### src/include/wasm_macros.svh
`ifndef WASM_MACROS_SVH
`define WASM_MACROS_SVH

// Opcodes of the supported instruction subset
`define OP_UNREACHABLE 8'h00
`define OP_NOP         8'h01
`define OP_END         8'h0B
`define OP_DROP        8'h1A
`define OP_I32_CONST   8'h41
`define OP_I64_CONST   8'h42
`define OP_I32_EQZ     8'h45
`define OP_I32_EQ      8'h46
`define OP_I32_NE      8'h47
`define OP_I64_EQZ     8'h50
`define OP_I64_EQ      8'h51
`define OP_I64_NE      8'h52
`define OP_I32_ADD     8'h6A
`define OP_I32_SUB     8'h6B
`define OP_I64_ADD     8'h7C
`define OP_I64_SUB     8'h7D

// Program memory and fetch window
`define PROG_ADDR_W  8
`define PROG_BYTES   (1 << `PROG_ADDR_W)
`define WINDOW_BYTES 10

// Operand stack
`define STACK_DEPTH 16
`define STACK_CNT_W 5

// APB register map, program bytes live below REG_CTRL
`define APB_ADDR_W    12
`define REG_CTRL      12'h100
`define REG_STATUS    12'h104
`define REG_RESULT_LO 12'h108
`define REG_RESULT_HI 12'h10C

`endif

### src/design/wasm_pkg.sv
`default_nettype none

package wasm_pkg;

  // Value types held on the operand stack
  typedef enum logic [1:0] {
    VT_I32 = 2'd0,
    VT_I64 = 2'd1
  } value_type_t;

  // Trap causes, TRAP_NONE while the program runs normally
  typedef enum logic [3:0] {
    TRAP_NONE           = 4'd0,
    TRAP_ENDED          = 4'd1,
    TRAP_UNREACHABLE    = 4'd2,
    TRAP_UNKNOWN_OPCODE = 4'd3,
    TRAP_TYPE_MISMATCH  = 4'd4,
    TRAP_STACK_EMPTY    = 4'd5,
    TRAP_STACK_FULL     = 4'd6
  } trap_t;

  // Operations issued to the operand stack
  typedef enum logic [1:0] {
    SOP_NONE    = 2'd0,
    SOP_PUSH    = 2'd1,
    SOP_POP     = 2'd2,
    SOP_REPLACE = 2'd3
  } stack_op_t;

  // Typed stack entry
  // i32 values sit in the low word with the upper word zero
  typedef struct packed {
    value_type_t vtype;
    logic [63:0] value;
  } stack_entry_t;

endpackage

`default_nettype wire

### src/design/operand_stack.sv
`timescale 1ns/1ps
`default_nettype none

`include "wasm_macros.svh"

module operand_stack import wasm_pkg::*; (
  input  logic                    clk,
  input  logic                    reset,
  input  logic                    clear,
  input  stack_op_t               stack_op,
  input  stack_entry_t            stack_data,
  output stack_entry_t            tos,
  output stack_entry_t            nos,
  output logic [`STACK_CNT_W-1:0] count
);

  localparam int IDX_W = `STACK_CNT_W - 1;

  stack_entry_t            entries [`STACK_DEPTH];
  logic [`STACK_CNT_W-1:0] top_pos;
  logic [`STACK_CNT_W-1:0] next_pos;
  logic [IDX_W-1:0]        push_idx;
  logic [IDX_W-1:0]        top_idx;
  logic [IDX_W-1:0]        next_idx;

  assign top_pos  = count - 1'b1;
  assign next_pos = count - 2'd2;
  assign push_idx = count[IDX_W-1:0];
  assign top_idx  = top_pos[IDX_W-1:0];
  assign next_idx = next_pos[IDX_W-1:0];

  // Empty slots read as zero
  assign tos = (count == '0) ? '0 : entries[top_idx];
  assign nos = (count < `STACK_CNT_W'(2)) ? '0 : entries[next_idx];

  always_ff @(posedge clk) begin
    if (reset || clear) begin
      count <= '0;
    end else begin
      case (stack_op)
        SOP_PUSH: count <= count + 1'b1;
        SOP_POP:  count <= count - 1'b1;
        default:  count <= count;
      endcase
    end
  end

  // No bounds check here, exec_stage only issues legal ops
  always_ff @(posedge clk) begin
    case (stack_op)
      SOP_PUSH:    entries[push_idx] <= stack_data;
      SOP_REPLACE: entries[top_idx]  <= stack_data;
      default: begin
      end
    endcase
  end

endmodule

`default_nettype wire

### config.mk
export PLATFORM = sky130hd
export DESIGN_NAME = operand_stack
export DESIGN_NICKNAME = d
export VERILOG_FILES = /design/src/design/wasm_pkg.sv /design/src/design/operand_stack.sv
export VERILOG_INCLUDE_DIRS = /design/src /design/src/include
export SDC_FILE = /design/constraint.sdc
export NUM_CORES = 1
export LEC_CHECK = 0
export BUFFER_PORTS_ARGS = -buffer_cell sky130_fd_sc_hd__buf_2
export CELL_PAD_IN_SITES_DETAIL_PLACEMENT = 0
export CELL_PAD_IN_SITES_GLOBAL_PLACEMENT = 2
export CORE_ASPECT_RATIO = 0.9
export CORE_UTILIZATION = 45
export CTS_BUF_LIST = sky130_fd_sc_hd__clkbuf_4 sky130_fd_sc_hd__clkbuf_8
export DETAILED_ROUTE_END_ITERATION = 6
export GPL_ROUTABILITY_DRIVEN = 0
export PLACE_DENSITY_LB_ADDON = 0.1
export SLEW_MARGIN = 0
export SYNTH_ARGS = -nofsm -noshare
export SYNTH_HDL_FRONTEND = slang
export SYNTH_SLANG_ARGS = --single-unit
export TNS_END_PERCENT = 20
### constraint.sdc
create_clock -name clk -period 8.2 [get_ports clk]
set_clock_uncertainty 0.2 [all_clocks]
set_input_delay 0.41 -clock clk [delete_from_list [all_inputs] [get_ports clk]]
set_output_delay 0.41 -clock clk [all_outputs]
set_load 0.005 [all_outputs]
==> flow_summary_export.csv <==
group,metric,value,unit
synthesis,synth_edf_count,1056,
global_routing,antenna_found_initial,5,
setup_path,r2r_end,"entries[10][52]",
setup_path,cp.arrival,4.91,ns
final_layout,layout_commonest_cell,"edfxtp_1",
cts,ctsHtreeMaxLevel,4,
cts,cts_tree,"built",
floorplanning,core,108000,um2
synthesis,synthDistinctLibCells,44,
global_routing,first_global_vias,28000,
synthesis,synth-main-ff-cell,"edfxtp_1",
floorplanning,die_x,351,um
setup_path,cp_max_fo,93,
cts,cts_buffer_depth,3,
routing,routedWlPerCell,31.5,um
placement,dp_hpwl,66900,um
setup_path,reg2reg_from,"count[1]",
floorplanning,rows,114,
setup_path,required,7.59,ns
timing,setup-tns-final,0,ns
setup_path,r2r_cells,7,
floorplanning,boundaryPins,208,
routing,drcViolationCount,0,
global_routing,track_usage,24.3,%
cts,clock_sinks,1061,
timing,max_slew_margin,17.7,%
setup_path,reg2reg_slack,3.47,ns
timing,hold_slack,0.103,ns
synthesis,synth_top_family_by_area,"multiplexers",
synthesis,synthAdderAreaFrac,0.229,%
routing,ant_nets,0,
final_layout,areaGrowthSynthToFinish,13.1,%
synthesis,yosys.area_share.xor_xnor,0.180,%
timing,hold_viol_final,0,
placement,port_buffers,207,
synthesis,synthCells,2258,
timing,clock.fmax,0.181,GHz
global_routing,grt_first_pass_wirelength,191000,um
cts,cts_resized,0,
synthesis,synth_area,49200,um2
synthesis,synth-async-reset-ratio,0,%
synthesis,syn_nets,2338,
cts,root_buffer,"clkbuf_8",
routing,vias_per_cell,6.16,
min_path,min_path_cells,6,
final_layout,nets,2665,
setup_path,critPathCaptureType,"primary output",
final_layout,mostFrequentLayoutCells,"edfxtp_1 (1,056), mux4_2 (501), mux2i_1 (263)",
synthesis,synth-compound-area-share,1.96,%
synthesis,avgSynthCellArea,21.8,um2
final_layout,drive_above_1_share,38.7,%
synthesis,synthMuxAreaShare,29.8,%
synthesis,yosys.area_share.simple,0.506,%
run,maxCapViolations,0,
setup_path,path_class,"reg -> out",
timing,period_share,67.3,%
timing,worst_pin_slew,1.23,ns
floorplanning,fp.dieH,316,um
global_routing,grt_max_degree,147,
synthesis,yosysWarnings,0,
routing,first_iter_violations,2080,
cts,clock_latency,0.84,ns
timing,drv_slew,0,
min_path,hold_path.class,"in -> reg",
cts,path_clk_slew,0.06,ns
pwr,p_leak,17.2,nW
final_layout,fillers,8656,
setup_path,cp-start-kind,"register",
global_routing,gr-total-overflow,0,
min_path,holdCritStartpoint,"stack_op[0]",
floorplanning,dieArea,111000,um2
outcome,status,"finished clean",
pwr,ir_drop,157,uV
routing,drt_wl_total,132000,um
routing,vias,25800,
cts,cts_setup_buffers,0,
timing,layout_min_cycle_time,5.52,ns
pwr,powerDensity,220,nW/um2
timing,finalSetupViolCount,0,
synthesis,ys_ff_latch,1061,
timing,grt_setup_unrepaired,"false",
synthesis,ys_seq_area_share,64.6,%
routing,firstDrtPassIters,5,
cts,cts_buffers,178,
min_path,hold_path_end,"count[2]",
floorplanning,start_util,45.6,%
==> per-stage QoR <==
step	instances	setup WS (ns)	utilization [%]	total power, W	instance area, um2
floorplan	2258	2.71	-	0.00734	49200
global placement	3781	3.36	47.7	0.00781	51500
detailed placement	3781	3.32	47.7	0.00783	51500
CTS	4178	2.46	51.5	0.0124	55700
global route	4182	2.32	51.6	0.0127	55700
finish	4185	2.68	51.6	0.0123	55700
==> critical path, cell delays in order, from the launching register on <==
cell and delay, ns:
dfxtp_4 0.76, inv_1 0.35, ha_4 0.93, buf_12 0.67
mux4_1 0.66, mux2i_1 0.16, o22ai_1 0.16, buf_2 0.22
==> worst max path at each step <==
stage | startpoint | to | slack, ns | cells after the start
2_1_floorplan | count[1] | entries[4][0] | 2.71 | 10
3_3_place_gp | count[1] | entries[6][39] | 3.36 | 7
3_5_place_dp | count[1] | entries[6][37] | 3.32 | 7
4_1_cts | count[1] | tos[61] | 2.46 | 7
5_1_grt | count[0] | tos[0] | 2.32 | 7
6_report | count[1] | tos[46] | 2.68 | 7
==> timing repair <==
action                                  4_1_cts  5_1_grt
hold buffers                                 74        0
endpoints found under the setup margin        0        0
endpoints found under the hold margin      1061        0
==> final cells by class <==
type	instances	area, um2	share of cell area, %
Sequential cell	1061	31800	57.1
Timing Repair Buffer	328	2340	4.21
Multi-Input combinational cell	1009	16300	29.2
Clock buffer	234	2900	5.20
Antenna cell	7	17.5	0.0315
Tap cell	1450	1810	3.26
Inverter	7	26.3	0.0472
Clock inverter	89	493	0.885
==> flip-flops by register name (all words and copies together), names as in the netlist <==
register / flops
entries: 1056
count: 5
==> Yosys cell counts, types with 2 or more instances <==
cell / count / area [um2]
nor3_1: 9 / 45.0
nand2_1: 2 / 7.51
nand3_1: 2 / 10.0
buf_2: 89 / 445
xor2_1: 2 / 17.5
ha_1: 9 / 113
dfxtp_1: 5 / 100
xnor2_1: 5 / 43.8
o22ai_1: 131 / 820
edfxtp_1: 1056 / 31700
buf_1: 7 / 26.3
mux2_1: 4 / 45.0
buf_12: 7 / 140
clkbuf_1: 15 / 56.3
a31oi_1: 4 / 25.0
o21ai_1: 3 / 15.0
and3_1: 2 / 12.5
nor2_1: 19 / 71.3
mux2i_1: 263 / 2630
nor2b_1: 4 / 25.0
buf_6: 44 / 495
a21oi_1: 5 / 25.0
mux4_2: 501 / 11300
buf_4: 18 / 135
mux4_1: 27 / 709
inv_1: 7 / 26.3
==> routing by layer <==
metal  up-vias  share of wire [%]  track usage [%]
li1      10700                  -                -
met1     14000                 41             31.6
met2       844                 52             41.9
met3       213                5.6             4.38
met4         4                2.1             6.65
met5         -              0.020                0
==> cell families after synthesis <==
group,count (synthesis)
simple gates,46
fa+ha+maj,9
buf+inv,188
xor+xnor,8
compound gates,151
flops,1061
mux,795
==> where the power goes <==
part / internal [W] / leakage [nW] / switching (W)
clock network: 0.00239 / 1.78 / 0.00214
registers: 0.00608 / 9.58 / 0.0000478
logic: 0.000719 / 5.82 / 0.000877
total: 0.00919 / 17.2 / 0.00306
Power figures use the tool's default switching activity.
