### src/include/wasm_macros.svh
`ifndef WASM_MACROS_SVH
`define WASM_MACROS_SVH

// Opcodes of the supported instruction subset
`define OP_UNREACHABLE 8'h00
`define OP_NOP         8'h01
`define OP_END         8'h0B
`define OP_DROP        8'h1A
`define OP_I32_CONST   8'h41
`define OP_I64_CONST   8'h42
`define OP_I32_EQZ     8'h45
`define OP_I32_EQ      8'h46
`define OP_I32_NE      8'h47
`define OP_I64_EQZ     8'h50
`define OP_I64_EQ      8'h51
`define OP_I64_NE      8'h52
`define OP_I32_ADD     8'h6A
`define OP_I32_SUB     8'h6B
`define OP_I64_ADD     8'h7C
`define OP_I64_SUB     8'h7D

// Program memory and fetch window
`define PROG_ADDR_W  8
`define PROG_BYTES   (1 << `PROG_ADDR_W)
`define WINDOW_BYTES 10

// Operand stack
`define STACK_DEPTH 16
`define STACK_CNT_W 5

// APB register map, program bytes live below REG_CTRL
`define APB_ADDR_W    12
`define REG_CTRL      12'h100
`define REG_STATUS    12'h104
`define REG_RESULT_LO 12'h108
`define REG_RESULT_HI 12'h10C

`endif

### src/design/wasm_pkg.sv
`default_nettype none

package wasm_pkg;

  // Value types held on the operand stack
  typedef enum logic [1:0] {
    VT_I32 = 2'd0,
    VT_I64 = 2'd1
  } value_type_t;

  // Trap causes, TRAP_NONE while the program runs normally
  typedef enum logic [3:0] {
    TRAP_NONE           = 4'd0,
    TRAP_ENDED          = 4'd1,
    TRAP_UNREACHABLE    = 4'd2,
    TRAP_UNKNOWN_OPCODE = 4'd3,
    TRAP_TYPE_MISMATCH  = 4'd4,
    TRAP_STACK_EMPTY    = 4'd5,
    TRAP_STACK_FULL     = 4'd6
  } trap_t;

  // Operations issued to the operand stack
  typedef enum logic [1:0] {
    SOP_NONE    = 2'd0,
    SOP_PUSH    = 2'd1,
    SOP_POP     = 2'd2,
    SOP_REPLACE = 2'd3
  } stack_op_t;

  // Typed stack entry
  // i32 values sit in the low word with the upper word zero
  typedef struct packed {
    value_type_t vtype;
    logic [63:0] value;
  } stack_entry_t;

endpackage

`default_nettype wire

### src/design/exec_stage.sv
`timescale 1ns/1ps
`default_nettype none

`include "wasm_macros.svh"

module exec_stage import wasm_pkg::*; (
  input  logic                    clk,
  input  logic                    reset,
  input  logic                    start,
  input  logic                    instr_valid,
  output logic                    instr_ready,
  input  logic [7:0]              opcode,
  input  logic [63:0]             imm,
  output stack_op_t               stack_op,
  output stack_entry_t            stack_data,
  output logic                    clear,
  input  stack_entry_t            tos,
  input  stack_entry_t            nos,
  input  logic [`STACK_CNT_W-1:0] count,
  output logic                    running,
  output trap_t                   trap
);

  stack_entry_t aux;
  stack_entry_t bin_result;
  logic [7:0]   bin_op;
  logic         phase_bin;
  logic         begin_bin;
  logic         accept;
  logic         op_is_i64;
  logic         stack_full;
  logic         tos_zero;
  value_type_t  op_type;
  trap_t        next_trap;

  // Second cycle of a binary op stalls the fetch stage
  assign instr_ready = running && !phase_bin;
  assign accept      = instr_valid && instr_ready;
  assign clear       = start;

  assign op_is_i64 = (opcode == `OP_I64_CONST) || (opcode == `OP_I64_EQZ) ||
                     (opcode == `OP_I64_EQ) || (opcode == `OP_I64_NE) ||
                     (opcode == `OP_I64_ADD) || (opcode == `OP_I64_SUB);
  assign op_type    = op_is_i64 ? VT_I64 : VT_I32;
  assign stack_full = (count == `STACK_CNT_W'(`STACK_DEPTH));
  assign tos_zero   = op_is_i64 ? (tos.value == '0) : (tos.value[31:0] == '0);

  // Binary result from the saved top and the new top, new top is the left operand
  always_comb begin
    bin_result.vtype = VT_I32;
    bin_result.value = '0;
    case (bin_op)
      `OP_I32_EQ:  bin_result.value = {63'b0, tos.value[31:0] == aux.value[31:0]};
      `OP_I32_NE:  bin_result.value = {63'b0, tos.value[31:0] != aux.value[31:0]};
      `OP_I64_EQ:  bin_result.value = {63'b0, tos.value == aux.value};
      `OP_I64_NE:  bin_result.value = {63'b0, tos.value != aux.value};
      `OP_I32_ADD: bin_result.value = {32'b0, tos.value[31:0] + aux.value[31:0]};
      `OP_I32_SUB: bin_result.value = {32'b0, tos.value[31:0] - aux.value[31:0]};
      `OP_I64_ADD: begin
        bin_result.vtype = VT_I64;
        bin_result.value = tos.value + aux.value;
      end
      `OP_I64_SUB: begin
        bin_result.vtype = VT_I64;
        bin_result.value = tos.value - aux.value;
      end
      default: begin
      end
    endcase
  end

  // All checks happen before any stack op, so a trap leaves the stack intact
  always_comb begin
    stack_op   = SOP_NONE;
    stack_data = '0;
    next_trap  = TRAP_NONE;
    begin_bin  = 1'b0;
    if (phase_bin) begin
      stack_op   = SOP_REPLACE;
      stack_data = bin_result;
    end else if (accept) begin
      case (opcode)
        `OP_UNREACHABLE: next_trap = TRAP_UNREACHABLE;
        `OP_NOP: begin
        end
        `OP_END: next_trap = TRAP_ENDED;
        `OP_DROP: begin
          if (count == '0) begin
            next_trap = TRAP_STACK_EMPTY;
          end else begin
            stack_op = SOP_POP;
          end
        end
        `OP_I32_CONST, `OP_I64_CONST: begin
          if (stack_full) begin
            next_trap = TRAP_STACK_FULL;
          end else begin
            stack_op         = SOP_PUSH;
            stack_data.vtype = op_type;
            stack_data.value = op_is_i64 ? imm : {32'b0, imm[31:0]};
          end
        end
        `OP_I32_EQZ, `OP_I64_EQZ: begin
          if (count == '0) begin
            next_trap = TRAP_STACK_EMPTY;
          end else if (tos.vtype != op_type) begin
            next_trap = TRAP_TYPE_MISMATCH;
          end else begin
            stack_op         = SOP_REPLACE;
            stack_data.vtype = VT_I32;
            stack_data.value = {63'b0, tos_zero};
          end
        end
        `OP_I32_EQ, `OP_I32_NE, `OP_I64_EQ, `OP_I64_NE,
        `OP_I32_ADD, `OP_I32_SUB, `OP_I64_ADD, `OP_I64_SUB: begin
          if (count < `STACK_CNT_W'(2)) begin
            next_trap = TRAP_STACK_EMPTY;
          end else if ((tos.vtype != op_type) || (nos.vtype != op_type)) begin
            next_trap = TRAP_TYPE_MISMATCH;
          end else begin
            stack_op  = SOP_POP;
            begin_bin = 1'b1;
          end
        end
        default: next_trap = TRAP_UNKNOWN_OPCODE;
      endcase
    end
  end

  always_ff @(posedge clk) begin
    if (reset) begin
      running   <= 1'b0;
      trap      <= TRAP_NONE;
      phase_bin <= 1'b0;
    end else if (start) begin
      running   <= 1'b1;
      trap      <= TRAP_NONE;
      phase_bin <= 1'b0;
    end else begin
      phase_bin <= begin_bin;
      if (next_trap != TRAP_NONE) begin
        running <= 1'b0;
        trap    <= next_trap;
      end
    end
  end

  // Popped top kept for the replace cycle
  always_ff @(posedge clk) begin
    if (begin_bin) begin
      aux    <= tos;
      bin_op <= opcode;
    end
  end

endmodule

`default_nettype wire

### config.mk
export PLATFORM = sky130hd
export DESIGN_NAME = exec_stage
export DESIGN_NICKNAME = d
export VERILOG_FILES = /design/src/design/wasm_pkg.sv /design/src/design/exec_stage.sv
export VERILOG_INCLUDE_DIRS = /design/src /design/src/include
export SDC_FILE = /design/constraint.sdc
export NUM_CORES = 1
export LEC_CHECK = 0
export BUFFER_PORTS_ARGS = -buffer_cell sky130_fd_sc_hd__buf_4
export CELL_PAD_IN_SITES_DETAIL_PLACEMENT = 1
export CELL_PAD_IN_SITES_GLOBAL_PLACEMENT = 1
export CORE_ASPECT_RATIO = 1.25
export CORE_MARGIN = 4
export CORE_UTILIZATION = 40
export DETAILED_ROUTE_END_ITERATION = 8
export PLACE_DENSITY = 0.93
export SYNTH_ARGS = -nofsm -noshare
export SYNTH_HDL_FRONTEND = slang
export SYNTH_SLANG_ARGS = --single-unit
### constraint.sdc
create_clock -name clk -period 14.36 [get_ports clk]
set_input_delay 1.436 -clock clk [delete_from_list [all_inputs] [get_ports clk]]
set_output_delay 1.436 -clock clk [all_outputs]
set_load 0.03 [all_outputs]
==> reports/metrics.cfg <==
[logic_synthesis]
synth_warnings=0
synth_area_um2=11620
synthArstFlopShare_pct=0
synth.most_common_cell=a21oi_1
synth_area_leaders=edfxtp_1 (19%), ha_1 (14%), a21oi_1 (7.0%), xnor2_1 (5.2%), nor2_1 (4.9%)
synth_common_cells=a21oi_1 (162), nor2_1 (151), inv_1 (136), ha_1 (126), nand2_1 (114)
synth-seq-cells=77
synth.distinct_cells=92
ys_seq_area_share_pct=19.46
avgSynthCellArea_um2=7.494
synth_edf_count=72
yosys.area.top_type=edfxtp_1
synth.top_cell.area_share_pct=18.60
synth_flop_cell=edfxtp_1
synthCells=1551

[worst_setup_path]
worst_setup_path_start_kind=input pin
critPathArrivalTime_ns=5.75
cp.depth=13
cp-end-kind=output port
slowest_stage=a2111oi_2
max_stage_delay_ns=0.82
crit_end=stack_data[63]
crit_start=tos[18]
cpMostUsedCell=buf_4
rr_endpoint=aux[28]$_DFFE_PP_
reg2reg_depth=4
crit_type=input pin to output port
crit_path_max_fanout=14
worst_ep_required_time_ns=12.92
path_cells=buf_4, ha_1, nor2b_1, o21ai_0, nand4_2, a2111oi_2, o31ai_2, o311a_1, o31a_1, and3_1, o41ai_1, a221o_1, buf_4
critical_path.top_delay_family=compound AO/OA/AOI/OAI gates
reg2reg_slack_ns=12.08
critical_path_buf_inv_count=2
reg2reg_from=phase_bin$_SDFF_PP0_

[sta]
drv_slew=0
max-slew-margin-rel_pct=25.24
finalSetupViolations=0
tightest_slew_ns=1.121
post-route-period-util_pct=50.06
finalCriticalPeriod_ns=7.189
finalHoldViolations=0
clock.fmax_mhz=139.1
finalClockSkew_ns=0.01264
holdWs_ns=0.4869
fin_setup_tns_ns=0
rsz0062_at_grt=no

[detailed_routing]
wire_per_inst_um=22.79
drtIter0Drc=936
num_vias=13020
antenna_left=0
post_drt_via_cell_ratio=6.177
first_pass_iters=5
drc=0
drt-total-wl_mm=48.04

[cells_and_area]
n_antenna_cell=0
num-nets-final=2054
finalNonFillerCells=2108
area_growth_pct=18.76
drive_gt1_share_pct=17.11

[floorplanning]
rows=69
coreArea_um2=28580
die_w_um=160.5
fp.dieArea_um2=31870
ios=288
initial_core_util_pct=40.68
fp.dieH_um=198.6

[place]
port_buffers=221
hpwl_mm=38.26
gp_congestion=0.9620
dp.cells=2092

[global_route]
grt_overflow=0
grt_pass1_vias=13880
grt_use_total_pct=28.97
antenna_found_initial=0
grt_start_max_net_pins=73
grt_pass1_wl_mm=74.35

[clock_network]
ctsHoldBuffers=0
path_clk_slew_ns=0.06
cts_tree=yes
clk_latency_ns=0.37
root_buffer=clkbuf_16
cts_buffers=9
post_cts_resized=0
cts_buffer_depth=2
cts.sinks=77
post_cts_buffers=0
h-tree-depth=3

[power]
p_int_uw=502.4
p_comb_share_pct=31.8
ir_drop_mv=0.04726
leakagePower_nw=5.888
seqPwrFrac_pct=32.1
p_switching_uw=263.1
power.density_nw_per_um2=55.45
p_clk_share_pct=36.2
p_sw_share_pct=34.37

[run_status]
outcome=finished, final reports clean

[run]
max_cap_violations=0

[hold_path]
worst_hold_path_type=flop to flop

[stage by stage]
| step | power, mW | instance area [µm²] | setup slack [ns] | utilization, % |
|---|---|---|---|---|
| 6_report | 0.7654 | 13800 | 7.171 | 48.31 |
| 5_1_grt | 0.7928 | 13800 | 7.086 | 48.31 |
| 4_1_cts | 0.7610 | 13800 | 7.281 | 48.31 |
| 3_5_place_dp | 0.4862 | 13460 | 7.327 | 47.10 |
| 3_3_place_gp | 0.4813 | 13460 | 7.375 | 47.10 |
| 2_1_floorplan | 0.3919 | 11630 | 7.746 | - |
[power groups by stage]
| stage | logic (mW) | clock network, mW | registers (mW) |
|---|---|---|---|
| floorplan | 0.141 | 0 | 0.251 |
| global placement | 0.231 | 0 | 0.250 |
| detailed placement | 0.236 | 0 | 0.250 |
| CTS | 0.238 | 0.278 | 0.245 |
| global route | 0.261 | 0.286 | 0.245 |
| finish | 0.243 | 0.277 | 0.245 |
[cell type report]
type / count / area [µm²]
fill: 3621 / 14770
multi-input combinational: 1256 / 8461
sequential: 77 / 2262
timing repair buffer: 230 / 1727
inverter: 139 / 521.8
tap: 390 / 488.0
clock buffer: 16 / 345.3
[how the worst min path moves through the flow]
stage | cells past startpoint | to | slack (ns) | from
final | 2 | trap[2]$_SDFFE_PP0P_ | 0.49 | trap[2]$_SDFFE_PP0P_
after detailed placement | 2 | trap[2]$_SDFFE_PP0P_ | 0.48 | trap[2]$_SDFFE_PP0P_
after global placement | 2 | trap[2]$_SDFFE_PP0P_ | 0.46 | trap[2]$_SDFFE_PP0P_
after global routing | 2 | trap[2]$_SDFFE_PP0P_ | 0.51 | trap[2]$_SDFFE_PP0P_
after floorplan | 2 | trap[2]$_SDFFE_PP0P_ | 0.58 | trap[2]$_SDFFE_PP0P_
after CTS | 2 | trap[2]$_SDFFE_PP0P_ | 0.49 | trap[2]$_SDFFE_PP0P_
[layer usage]
metal,vias to the layer above,global-route usage (%),part of all wire [%]
met5,-,0,0
met4,0,16.32,6.0
met3,157,4.352,6.6
met2,557,52.13,49
met1,6302,32.76,38
li1,6005,-,-
[registers in the layout, indices dropped and copies added (netlist names)]
register	cells
aux	64
bin_op	8
phase_bin	1
running	1
trap	3
[worst register-to-register path: cells and delay by family, from the launching register on]
kind / cells / cell delay (ns)
buffers and inverters: 1 / 0.84
flip-flops: 1 / 0.39
AND/OR/NAND/NOR: 3 / 0.60
[cell usage in the layout, fill, tap and decap left out, types with 24 or more instances in the layout]
cell type	n
buf_4	230
nand3_1	30
o21bai_1	28
nor4_1	33
ha_1	126
nor3_1	44
inv_1	136
o21ai_0	104
nand4_1	34
nand2_1	114
xnor2_1	69
a21o_1	27
nor2_1	149
o31ai_1	24
edfxtp_1	72
a21oi_1	162
[cell families after synthesis]
kind of cell    after synthesis  synth area share, %
xor+xnor                     77                5.802
compound gates              532                30.42
flops                        77                19.46
mux                          17                1.496
simple gates                500                20.91
buf+inv                     219                7.966
fa+ha+maj                   128                13.91
other cells                   1              0.03226
(Power assumes the default switching activity.)
