$ cat src/include/wasm_macros.svh
`ifndef WASM_MACROS_SVH
`define WASM_MACROS_SVH

// Opcodes of the supported instruction subset
`define OP_UNREACHABLE 8'h00
`define OP_NOP         8'h01
`define OP_END         8'h0B
`define OP_DROP        8'h1A
`define OP_I32_CONST   8'h41
`define OP_I64_CONST   8'h42
`define OP_I32_EQZ     8'h45
`define OP_I32_EQ      8'h46
`define OP_I32_NE      8'h47
`define OP_I64_EQZ     8'h50
`define OP_I64_EQ      8'h51
`define OP_I64_NE      8'h52
`define OP_I32_ADD     8'h6A
`define OP_I32_SUB     8'h6B
`define OP_I64_ADD     8'h7C
`define OP_I64_SUB     8'h7D

// Program memory and fetch window
`define PROG_ADDR_W  8
`define PROG_BYTES   (1 << `PROG_ADDR_W)
`define WINDOW_BYTES 10

// Operand stack
`define STACK_DEPTH 16
`define STACK_CNT_W 5

// APB register map, program bytes live below REG_CTRL
`define APB_ADDR_W    12
`define REG_CTRL      12'h100
`define REG_STATUS    12'h104
`define REG_RESULT_LO 12'h108
`define REG_RESULT_HI 12'h10C

`endif

$ cat src/design/fetch_decode.sv
`timescale 1ns/1ps
`default_nettype none

`include "wasm_macros.svh"

module fetch_decode (
  input  logic                       clk,
  input  logic                       reset,
  input  logic                       start,
  input  logic [`WINDOW_BYTES*8-1:0] window_bytes,
  output logic [`PROG_ADDR_W-1:0]    window_addr,
  output logic                       instr_valid,
  input  logic                       instr_ready,
  output logic [7:0]                 opcode,
  output logic [63:0]                imm
);

  localparam int IMM_BYTES = `WINDOW_BYTES - 1;

  logic [`PROG_ADDR_W-1:0]    pc;
  logic [`PROG_ADDR_W-1:0]    next_pc;
  logic [`WINDOW_BYTES*8-1:0] window;
  logic                       accept;
  logic                       has_imm;
  logic                       leb_done;
  logic [3:0]                 leb_len;
  logic [3:0]                 imm_len;
  logic [63:0]                leb_val;

  assign opcode  = window[7:0];
  assign accept  = instr_valid && instr_ready;
  assign has_imm = (opcode == `OP_I32_CONST) || (opcode == `OP_I64_CONST);

  // Signed LEB128 over the bytes that follow the opcode
  always_comb begin
    leb_val  = '0;
    leb_len  = 4'(IMM_BYTES);
    leb_done = 1'b0;
    for (int i = 0; i < IMM_BYTES; i++) begin
      if (!leb_done) begin
        leb_val[7*i +: 7] = window[8*(i+1) +: 7];
        // Last byte has the continuation bit clear
        if (!window[8*(i+1)+7]) begin
          leb_done = 1'b1;
          leb_len  = 4'(i + 1);
          if (window[8*(i+1)+6]) begin
            leb_val = leb_val | ({64{1'b1}} << (7*(i+1)));
          end
        end
      end
    end
  end

  assign imm_len = has_imm ? leb_len : 4'd0;
  assign imm     = has_imm ? leb_val : 64'd0;
  assign next_pc = pc + `PROG_ADDR_W'(imm_len) + 1'b1;

  // Window follows the next PC on accept, so back to back issue needs no bubble
  always_comb begin
    if (start) begin
      window_addr = '0;
    end else if (accept) begin
      window_addr = next_pc;
    end else begin
      window_addr = pc;
    end
  end

  always_ff @(posedge clk) begin
    if (reset) begin
      pc          <= '0;
      instr_valid <= 1'b0;
    end else begin
      if (start || accept) begin
        pc <= window_addr;
      end
      if (start) begin
        instr_valid <= 1'b1;
      end
    end
  end

  // Held under back-pressure
  always_ff @(posedge clk) begin
    if (start || accept) begin
      window <= window_bytes;
    end
  end

endmodule

`default_nettype wire

$ cat config.mk
export PLATFORM = sky130hd
export DESIGN_NAME = fetch_decode
export DESIGN_NICKNAME = d
export VERILOG_FILES = /design/src/design/fetch_decode.sv
export VERILOG_INCLUDE_DIRS = /design/src /design/src/include
export SDC_FILE = /design/constraint.sdc
export NUM_CORES = 1
export LEC_CHECK = 0
export ABC_AREA = 1
export BUFFER_PORTS_ARGS = -buffer_cell sky130_fd_sc_hd__buf_2
export CAP_MARGIN = 15
export CORE_MARGIN = 2
export CORE_UTILIZATION = 35
export CTS_BUF_LIST = sky130_fd_sc_hd__clkbuf_8 sky130_fd_sc_hd__clkbuf_16
export CTS_CLUSTER_DIAMETER = 40
export DETAILED_ROUTE_END_ITERATION = 10
export GPL_ROUTABILITY_DRIVEN = 0
export MAX_ROUTING_LAYER = met4
export PLACE_DENSITY = 0.63
export RECOVER_POWER = 25
export SYNTH_ARGS = -nofsm -noshare
export SYNTH_HDL_FRONTEND = slang
export SYNTH_SLANG_ARGS = --single-unit
$ cat constraint.sdc
create_clock -name clk -period 6.64 [get_ports clk]
set_input_delay 0.996 -clock clk [delete_from_list [all_inputs] [get_ports clk]]
set_output_delay 0.996 -clock clk [all_outputs]
set_load 0.005 [all_outputs]
==> run_results.csv, run 1 <==
group,metric,value,unit
critical_path,path_cells,"nand3_4 > clkinv_2 > nand3_4 > nor2_8 > nand2_4 > nand2_1 > nor2_1 > ha_1 > a21oi_1 > nand2_1 > nand2_1 > nand2_1 > nand2_1 > inv_1 > or2_2 > nand3_1 > inv_1 > buf_2",
drt,vias,3016,
cts,clock_path_buffers,2,
timing,min_period_over_period,69.4,%
synthesis,yosys.cell_types.count,39,
critical_path,endpoint_kind,"output port",
timing,fmax,0.217,GHz
power,powerDensity,232,nW/um^2
drt,drtIter0Drc,143,
layout,nets,615,
synthesis,syn_nets,454,
layout,area_delta_synth_final,29.0,%
power,p_int,0.000934,W
floorplan,fp.coreArea,11300,sq um
synthesis,synth_area_leaders,"edfxtp_1 60%, nor2_1 9.5%, dfxtp_1 4.5%",
synthesis,yosys.area.top_type,"edfxtp_1",
timing,relSlewSlack,32.0,%
global_routing,grt_use_total,15.6,%
layout,final_cell_mix,"164 x buf_2, 102 x nor2_1, 80 x edfxtp_1",
global_routing,antenna_found_initial,2,
job,cap_violations,0,
cts,cts_tree,"built",
timing,setup-tns-final,0,ps
cts,clock-sinks,89,
floorplan,start_util,35.6,%
layout,layout-drive-gt1-share,39.9,%
timing,finalCriticalPeriod,4610,ps
power,clock_power_share,37.8,%
floorplan,die_area,12400,sq um
cts,post_cts_resized,0,
floorplan,floorplan.rows,39,
power,p_leak,2.62,nW
timing,worst_pin_slew,1020,ps
floorplan,die_y,111,microns
critical_path,critPathMaxStageDelay,790,ps
critical_path,cp_slowest_cell,"edfxtp_1",
critical_path,cp_common_cell,"nand2_1",
critical_path,cp.arrival,3620,ps
power,p_sw_share,22.6,%
drt,vias_per_cell,4.46,
synthesis,syn_inst,365,
cts,clock_latency,340,ps
cts,cts_hold_buf,0,
synthesis,synth.top_cell.area_share,59.5,%
synthesis,synth_compound_area_share,4.62,%
cts,htreeDepth,3,
power,p_total,0.00121,W
synthesis,yosys.area_share.simple,22.8,%
floorplan,die_w,111,microns
placed_design,io_buffers,164,
synthesis,ys.warnings.count,0,
timing,hold-worst-slack,491,ps
timing,rsz0062_at_grt,"false",
power,pwr-share-seq,55.5,%
synthesis,synth_xor_area_share,0.434,%
cts,numCtsBuffers,9,
synthesis,syn_area,4040,sq um
power,comb_power_share,6.8,%
global_routing,grt_max_degree,81,
global_routing,grt_pass1_wl,14.7,mm
drt,drt-pass1-iter-count,4,
drt,wl_per_cell,13.6,microns
critical_path,required,5640,ps
global_routing,grt_pass1_vias,3037,
timing,finalHoldViolations,0,
drt,drc,0,
synthesis,synth-adder-area-share,1.74,%
drt,antenna_left,0,
timing,finalSetupViolCount,0,
critical_path,critPathLaunchType,"flip-flop",
global_routing,grt-ovfl-total,0,
power,ir_drop,174,uV
floorplan,ios,165,
cts,post_cts_buffers,0,
placed_design,hpwl,6.82,mm
min_path,hold_class,"flip-flop to flip-flop",
timing,slew_violations,0,
synthesis,avgSynthCellArea,11.1,sq um
drt,wl,9.21,mm
run_status,status,"complete, no violations",
timing,finalClockSkew,5.41,ps
synthesis,ys_ff_latch,89,
synthesis,synth_top_family_by_area,"simple AND/OR/NAND/NOR gates",
critical_path,cp_max_fo,17,
synthesis,synth-seq-area-share,64.0,%
critical_path,worstSetupPathType,"flip-flop to output port",
cts,root_buffer,"clkbuf_16",
cts,path_clk_slew,60,ps
power,p_sw,0.000272,W
layout,final_common_cell,"buf_2",
synthesis,synthMuxAreaShare,0,%
synthesized netlist by cell type:
library cell and instances:
o22ai_1 1, buf_4 9, clkinv_2 1, nand3_4 3, nor4_1 1, fa_1 1
nor2_8 1, a22oi_1 1, xnor2_1 1, a21o_1 1, nand3_1 7, nor2_4 3
nor3_1 8, nand4_1 3, xor2_1 1, inv_2 3, clkbuf_1 2, inv_1 36
or2_2 1, buf_6 2, nor2_2 9, o2111ai_1 1, o21ai_1 1, buf_2 1
nand3_2 2, nand2_2 3, nand4_4 2, edfxtp_1 80, o211ai_1 7, nand2_1 31
o21ai_0 3, nor2_1 102, nand2_4 5, a21oi_1 15, buf_1 1, dfxtp_1 9
o21ai_2 1, nand3b_1 2, ha_1 4
worst max-delay path: cells and delay by family, from the launching register on:
family,cells,cell delay (ps)
and+or+nand+nor,12,1610
DFF,1,790
buffers and inverters,4,360
adders and majority gates,1,340
AOI/OAI and AO/OA,1,180
power groups by stage:
stage	clock network (W)	logic, W	registers [W]
floorplan	0	0.0000509	0.000675
global placement	0	0.0000813	0.000680
detailed placement	0	0.0000834	0.000681
CTS	0.000473	0.0000837	0.000669
global route	0.000492	0.0000919	0.000673
finish	0.000456	0.0000816	0.000669
kinds of logic (layout without fill, tap and decap cells):
family	Yosys count	in the layout
fa+ha+maj	5	5
compound gates	31	31
xor+xnor	2	2
simple gates	183	183
flops	89	89
other cells	0	2
buf+inv	55	221
metal layers:
metal | GRT usage, % | vias up | part of all wire [%]
li1 | - | 1538 | -
met1 | 18.7 | 1354 | 43
met2 | 23.6 | 111 | 45
met3 | 7.29 | 13 | 9.7
met4 | 4.94 | 0 | 2.0
met5 | - | - | 0
cell type report:
type / instances / area, sq um
clock inverter: 7 / 36.3
antenna: 2 / 5.00
multi-input combinational: 221 / 1190
clock buffer: 9 / 225
tap: 143 / 179
inverter: 40 / 153
sequential: 89 / 2580
timing repair buffer: 165 / 828
fill: 1082 / 6120
state kept, by name (all words and copies together), names as in the netlist:
register	cells
instr_valid	1
pc	8
window	80
per-stage QoR:
step,util [%],std cells,area (sq um),worst slack (ps)
finish,46.0,676,5200,2030
floorplan,-,365,4040,2600
global placement,43.6,658,4940,2540
CTS,45.9,674,5200,1960
global route,46.0,676,5200,1710
detailed placement,43.6,658,4940,2350
path summary, 6_finish.rpt:
kind / startpoint / end / slack, ps / cells past startpoint
worst max-delay path: window[15] / window_addr[5] / 2030 / 18
worst min-delay path: instr_valid / instr_valid / 490 / 2
worst max register to register: window[15] / pc[5] / 3360 / 17
worst min register to register: instr_valid / instr_valid / 490 / 2
Power figures use the tool's default switching activity.
==> inputs of run 2 (changes only) <==
Settings changed: ABC_AREA 1 to 0, PLACE_DENSITY 0.63 to 0.65.
Clock period 6.64 ns to 4 ns, I/O delays scaled along.
==> run_results.csv, run 2 <==
group,metric,value,unit
cts,numCtsBuffers,9,
layout,num-fill-cells,1050,
timing,rsz0062_at_grt,"false",
synthesis,ys.flop_type,"edfxtp_1",
cts,root_buffer,"clkbuf_16",
cts,clock_latency,340,ps
drt,vias,3173,
synthesis,syn_area,4150,sq um
drt,drt-pass1-iter-count,6,
cts,htreeDepth,3,
min_path,hold_class,"input port to flip-flop",
timing,finalSetupViolCount,0,
layout,nets,579,
power,powerDensity,386,nW/um^2
synthesis,synth.top_cell.area_share,57.9,%
layout,multi_input_area,1440,sq um
floorplan,die_y,113,microns
timing,fmax,0.271,GHz
timing,worst_pin_slew,1080,ps
floorplan,fp.coreArea,11500,sq um
drt,vias_per_cell,4.96,
layout,area_delta_synth_final,29.5,%
timing,setup_slack,303,ps
floorplan,die_w,113,microns
synthesis,syn_inst,332,
placed_design,io_buffers,164,
synthesis,ys_async_sr_fraction,0,%
critical_path,endpoint_kind,"output port",
global_routing,grt-ovfl-total,0,
synthesis,ys_ff_latch,89,
layout,seqCellArea,2580,sq um
placed_design,dp_slack,343,ps
layout,largest_reg_flops,80,
timing,relSlewSlack,28.2,%
global_routing,grt_pass1_wl,16.3,mm
placed_design,hpwl,7.30,mm
synthesis,ys.warnings.count,0,
cts,cts_hold_buf,0,
drt,drtIter0Drc,142,
synthesis,synth_edf_count,80,
floorplan,floorplan.rows,39,
layout,largestRegisters,"window x80, pc x8, instr_valid x1",
job,cap_violations,0,
layout,final_cell_mix,"164 x buf_2, 80 x edfxtp_1, 34 x a21oi_1",
synthesis,synth_common_cells,"80 x edfxtp_1, 34 x a21oi_1, 27 x nor2_1",
global_routing,antenna_found_initial,2,
global_routing,grt_pass1_vias,3146,
drt,wl,10.6,mm
synthesis,synth_area_leaders,"edfxtp_1 58%, dfxtp_1 4.3%, a21oi_1 4.1%",
critical_path,required,3400,ps
synthesis,syn_nets,421,
floorplan,start_util,36.2,%
drt,antenna_left,0,
layout,layout-drive-gt1-share,40.8,%
power,ir_drop,258,uV
layout,regMostFlops,"window",
global_routing,grt_use_total,17.3,%
run_status,status,"complete, no violations",
cts,clock-sinks,89,
layout,final_common_cell,"buf_2",
timing,finalCriticalPeriod,3700,ps
timing,finalClockSkew,6.86,ps
timing,setup-tns-final,0,ps
cts,path_clk_slew,60,ps
critical_path,worstSetupPathType,"flip-flop to output port",
floorplan,die_area,12700,sq um
synthesis,yosys.cell_types.count,56,
drt,drc,0,
power,p_leak,2.31,nW
synthesis,synth-seq-area-share,62.3,%
critical_path,critPathLaunchType,"flip-flop",
synthesis,yosysMostFrequentCell,"edfxtp_1",
drt,wl_per_cell,16.5,microns
timing,slew_violations,0,
floorplan,ios,165,
cts,cts_tree,"built",
timing,min_period_over_period,92.4,%
synthesis,avgSynthCellArea,12.5,sq um
synthesis,yosys.area.top_type,"edfxtp_1",
critical_path,cp_max_fo,5,
cts,clock_path_buffers,2,
critical_path,cp.arrival,3100,ps
global_routing,grt_max_degree,81,
timing,finalHoldViolations,0,
[run 2: area by class of cell]
type / instances / area share, %
sequential: 89 / 48.1
multi-input combinational: 216 / 26.9
timing repair buffer: 170 / 16.1
clock buffer: 9 / 4.20
tap: 143 / 3.33
clock inverter: 7 / 1.00
inverter: 4 / 0.280
antenna: 2 / 0.0932
[run 2: power by group]
part           internal [W]  leakage, nW  switching, W
clock network      0.000472        0.144      0.000340
registers           0.00108        0.866     0.0000323
logic             0.0000612         1.30     0.0000828
total               0.00162         2.31      0.000455
[run 2: per-layer routing]
layer,share of wire (%),global-route usage [%]
met2,48,27.8
met4,1.2,5.53
met5,0,-
met3,6.8,4.66
met1,44,21.3
[run 2: logic make-up (layout without fill, tap and decap cells)]
family | Yosys count | after routing | synth area share (%)
AO/OA/AOI/OAI | 105 | 105 | 17.2
AND/OR/NAND/NOR | 101 | 102 | 14.0
flip-flops | 89 | 89 | 62.3
buffers and inverters | 28 | 190 | 3.92
adder cells (fa/ha/maj) | 5 | 5 | 1.69
XOR/XNOR | 2 | 2 | 0.423
multiplexers | 2 | 2 | 0.513
other | 0 | 2 | 0
[run 2: stage by stage]
stage / power (W) / cell area, sq um / hold slack (ps) / std cells / util [%]
finish: 0.00207 / 5370 / 433 / 640 / 46.8
global placement: 0.00127 / 5020 / 506 / 617 / 43.8
floorplan: 0.00121 / 4150 / 489 / 332 / -
CTS: 0.00209 / 5330 / 420 / 635 / 46.4
global route: 0.00215 / 5370 / 417 / 640 / 46.8
detailed placement: 0.00127 / 5020 / 510 / 617 / 43.8
[run 2: worst max-delay path: stages (launching register included)]
cell and delay [ps]:
edfxtp_1 470, xor2_4 330, and4b_4 310, nand2_1 80, a21oi_1 230, ha_1 280
nor2b_1 140, o211ai_1 290, nand2_2 150, o311ai_1 310, buf_2 170
[run 2: path summary, 6_finish.rpt]
check,start,endpoint,slack (ps),cells after the start
max,window[0],window_addr[5],300,10
max reg2reg,window[23],pc[6],1330,10
min reg2reg,instr_valid,instr_valid,520,2
min,window_bytes[59],window[59],430,1
[run 2: timing repair]
| item | CTS | global route |
|---|---|---|
| setup endpoints to repair | 2 | 5 |
| cloned | 1 | 0 |
| setup buffers | 1 | 3 |
| pin swaps | 2 | 0 |
| resized for setup | 1 | 4 |
==> inputs of run 3 (changes only) <==
Settings changed: PLACE_DENSITY 0.65 to not set.
==> run_results.csv, run 3 (same netlist as run 2, synthesis figures left out) <==
group,metric,value,unit
timing,slew_violations,0,
layout,final_common_cell,"buf_2",
global_routing,grt.busiest_layer,"met2",
global_routing,use_met1,19.9,%
critical_path,critical_path_buf_inv_count,1,
power,comb_power_share,6.9,%
global_routing,grt_use_total,16.1,%
layout,seqCellArea,2580,sq um
timing,finalCriticalPeriod,3690,ps
critical_path,required,3400,ps
cts,cts_tree,"built",
cts,htreeDepth,3,
critical_path,endpoint_kind,"output port",
power,powerDensity,388,nW/um^2
global_routing,grt_pass1_wl,15.6,mm
critical_path,cp.arrival,3090,ps
critical_path,critPathMaxStageDelay,420,ps
critical_path,cp_common_cell,"nand2_1",
cts,clock_path_buffers,2,
drt,wl_per_cell,15.8,microns
cts,clock-sinks,89,
floorplan,fp.coreArea,11500,sq um
floorplan,floorplan.rows,39,
drt,drtIter0Drc,179,
drt,drt-pass1-iter-count,4,
drt,drc,0,
drt,vias,3153,
layout,insertedDiodeCount,0,
timing,relSlewSlack,26.1,%
critical_path,cp_max_fo,5,
critical_path,critPathLaunchType,"flip-flop",
run_status,status,"complete, no violations",
timing,finalSetupViolCount,0,
timing,worst_pin_slew,1110,ps
layout,num-fill-cells,1040,
critical_path,cp_slowest_cell,"edfxtp_1",
timing,setup-tns-final,0,ps
drt,wl,10.1,mm
layout,area_delta_synth_final,29.1,%
layout,final_cell_mix,"164 x buf_2, 80 x edfxtp_1, 33 x a21oi_1",
layout,largestRegisters,"window x80, pc x8, instr_valid x1",
drt,vias_per_cell,4.94,
global_routing,use_met3,3.37,%
layout,post-route-util,46.7,%
cts,clock_latency,330,ps
timing,hold-worst-slack,435,ps
global_routing,antenna_found_initial,0,
placed_design,io_buffers,164,
power,p_int,0.00162,W
power,p_sw_share,21.9,%
layout,multi_input_area,1410,sq um
global_routing,grt-ovfl-total,0,
critical_path,worstSetupPathType,"flip-flop to output port",
global_routing,grt_max_degree,81,
layout,layout-drive-gt1-share,41.2,%
drt,antenna_left,0,
layout,largest_reg_flops,80,
global_routing,met2_usage,27.2,%
timing,rsz0062_at_grt,"false",
cts,path_clk_slew,60,ps
critical_path,path_delay_family,"simple AND/OR/NAND/NOR gates",
layout,regMostFlops,"window",
cts,numCtsBuffers,9,
placed_design,hpwl,7.37,mm
floorplan,die_area,12700,sq um
floorplan,die_y,113,microns
cts,root_buffer,"clkbuf_16",
timing,finalClockSkew,4.81,ps
timing,min_period_over_period,92.2,%
floorplan,ios,165,
power,p_leak,2.31,nW
floorplan,start_util,36.2,%
power,ir_drop,169,uV
power,p_sw,0.000454,W
job,cap_violations,0,
power,pwr-share-seq,53.6,%
timing,finalHoldViolations,0,
global_routing,grt_pass1_vias,3015,
layout,nets,579,
critical_path,path_cells,"nor4_4 > and4b_4 > nand2_1 > a21oi_2 > ha_1 > nor2b_1 > o211ai_1 > nand2_1 > o311ai_0 > buf_2",
power,clock_power_share,39.5,%
timing,fmax,0.271,GHz
floorplan,die_w,113,microns
min_path,hold_class,"input port to flip-flop",
[run 3: final cells by class]
| type | instances | area share (%) |
|---|---|---|
| Clock buffer | 9 | 4.21 |
| Clock inverter | 7 | 1.19 |
| Inverter | 4 | 0.281 |
| Multi-Input combinational cell | 215 | 26.4 |
| Sequential cell | 89 | 48.3 |
| Tap cell | 143 | 3.34 |
| Timing Repair Buffer | 171 | 16.3 |
[run 3: per-stage QoR]
step	std cells	instance area (sq um)	power, W	setup WS (ps)
after floorplan	332	4150	0.00121	696
after global placement	619	5040	0.00127	693
after detailed placement	619	5040	0.00127	549
after CTS	635	5330	0.00210	183
after global routing	638	5350	0.00216	94.0
final	638	5350	0.00208	314
[run 3: per-layer routing]
metal  routed length [microns]  vias up
met3                       513        8
met2                      5060      104
met1                      4400     1487
met4                       102        0
met5                         0        -
li1                          -     1554
[run 3: final timing paths]
kind	startpoint	endpoint	slack [ps]	cells past startpoint
max	window[3]	window_addr[5]	310	10
min	window_bytes[24]	window[24]	430	1
max reg2reg	window[3]	pc[3]	1420	9
min reg2reg	pc[6]	pc[6]	540	2
[run 3: repair_timing]
| item | in CTS | in global routing |
|---|---|---|
| setup buffers | 0 | 3 |
| resized for setup | 0 | 2 |
| setup endpoints to repair | 0 | 2 |
| hold buffers | 0 | 0 |
[run 3: power by group through the flow]
stage | Clock (W) | Sequential, W | Combinational [W]
2_1_floorplan | 0 | 0.00112 | 0.0000838
3_3_place_gp | 0 | 0.00113 | 0.000137
3_5_place_dp | 0 | 0.00113 | 0.000141
4_1_cts | 0.000841 | 0.00111 | 0.000141
5_1_grt | 0.000880 | 0.00112 | 0.000159
6_report | 0.000821 | 0.00111 | 0.000143
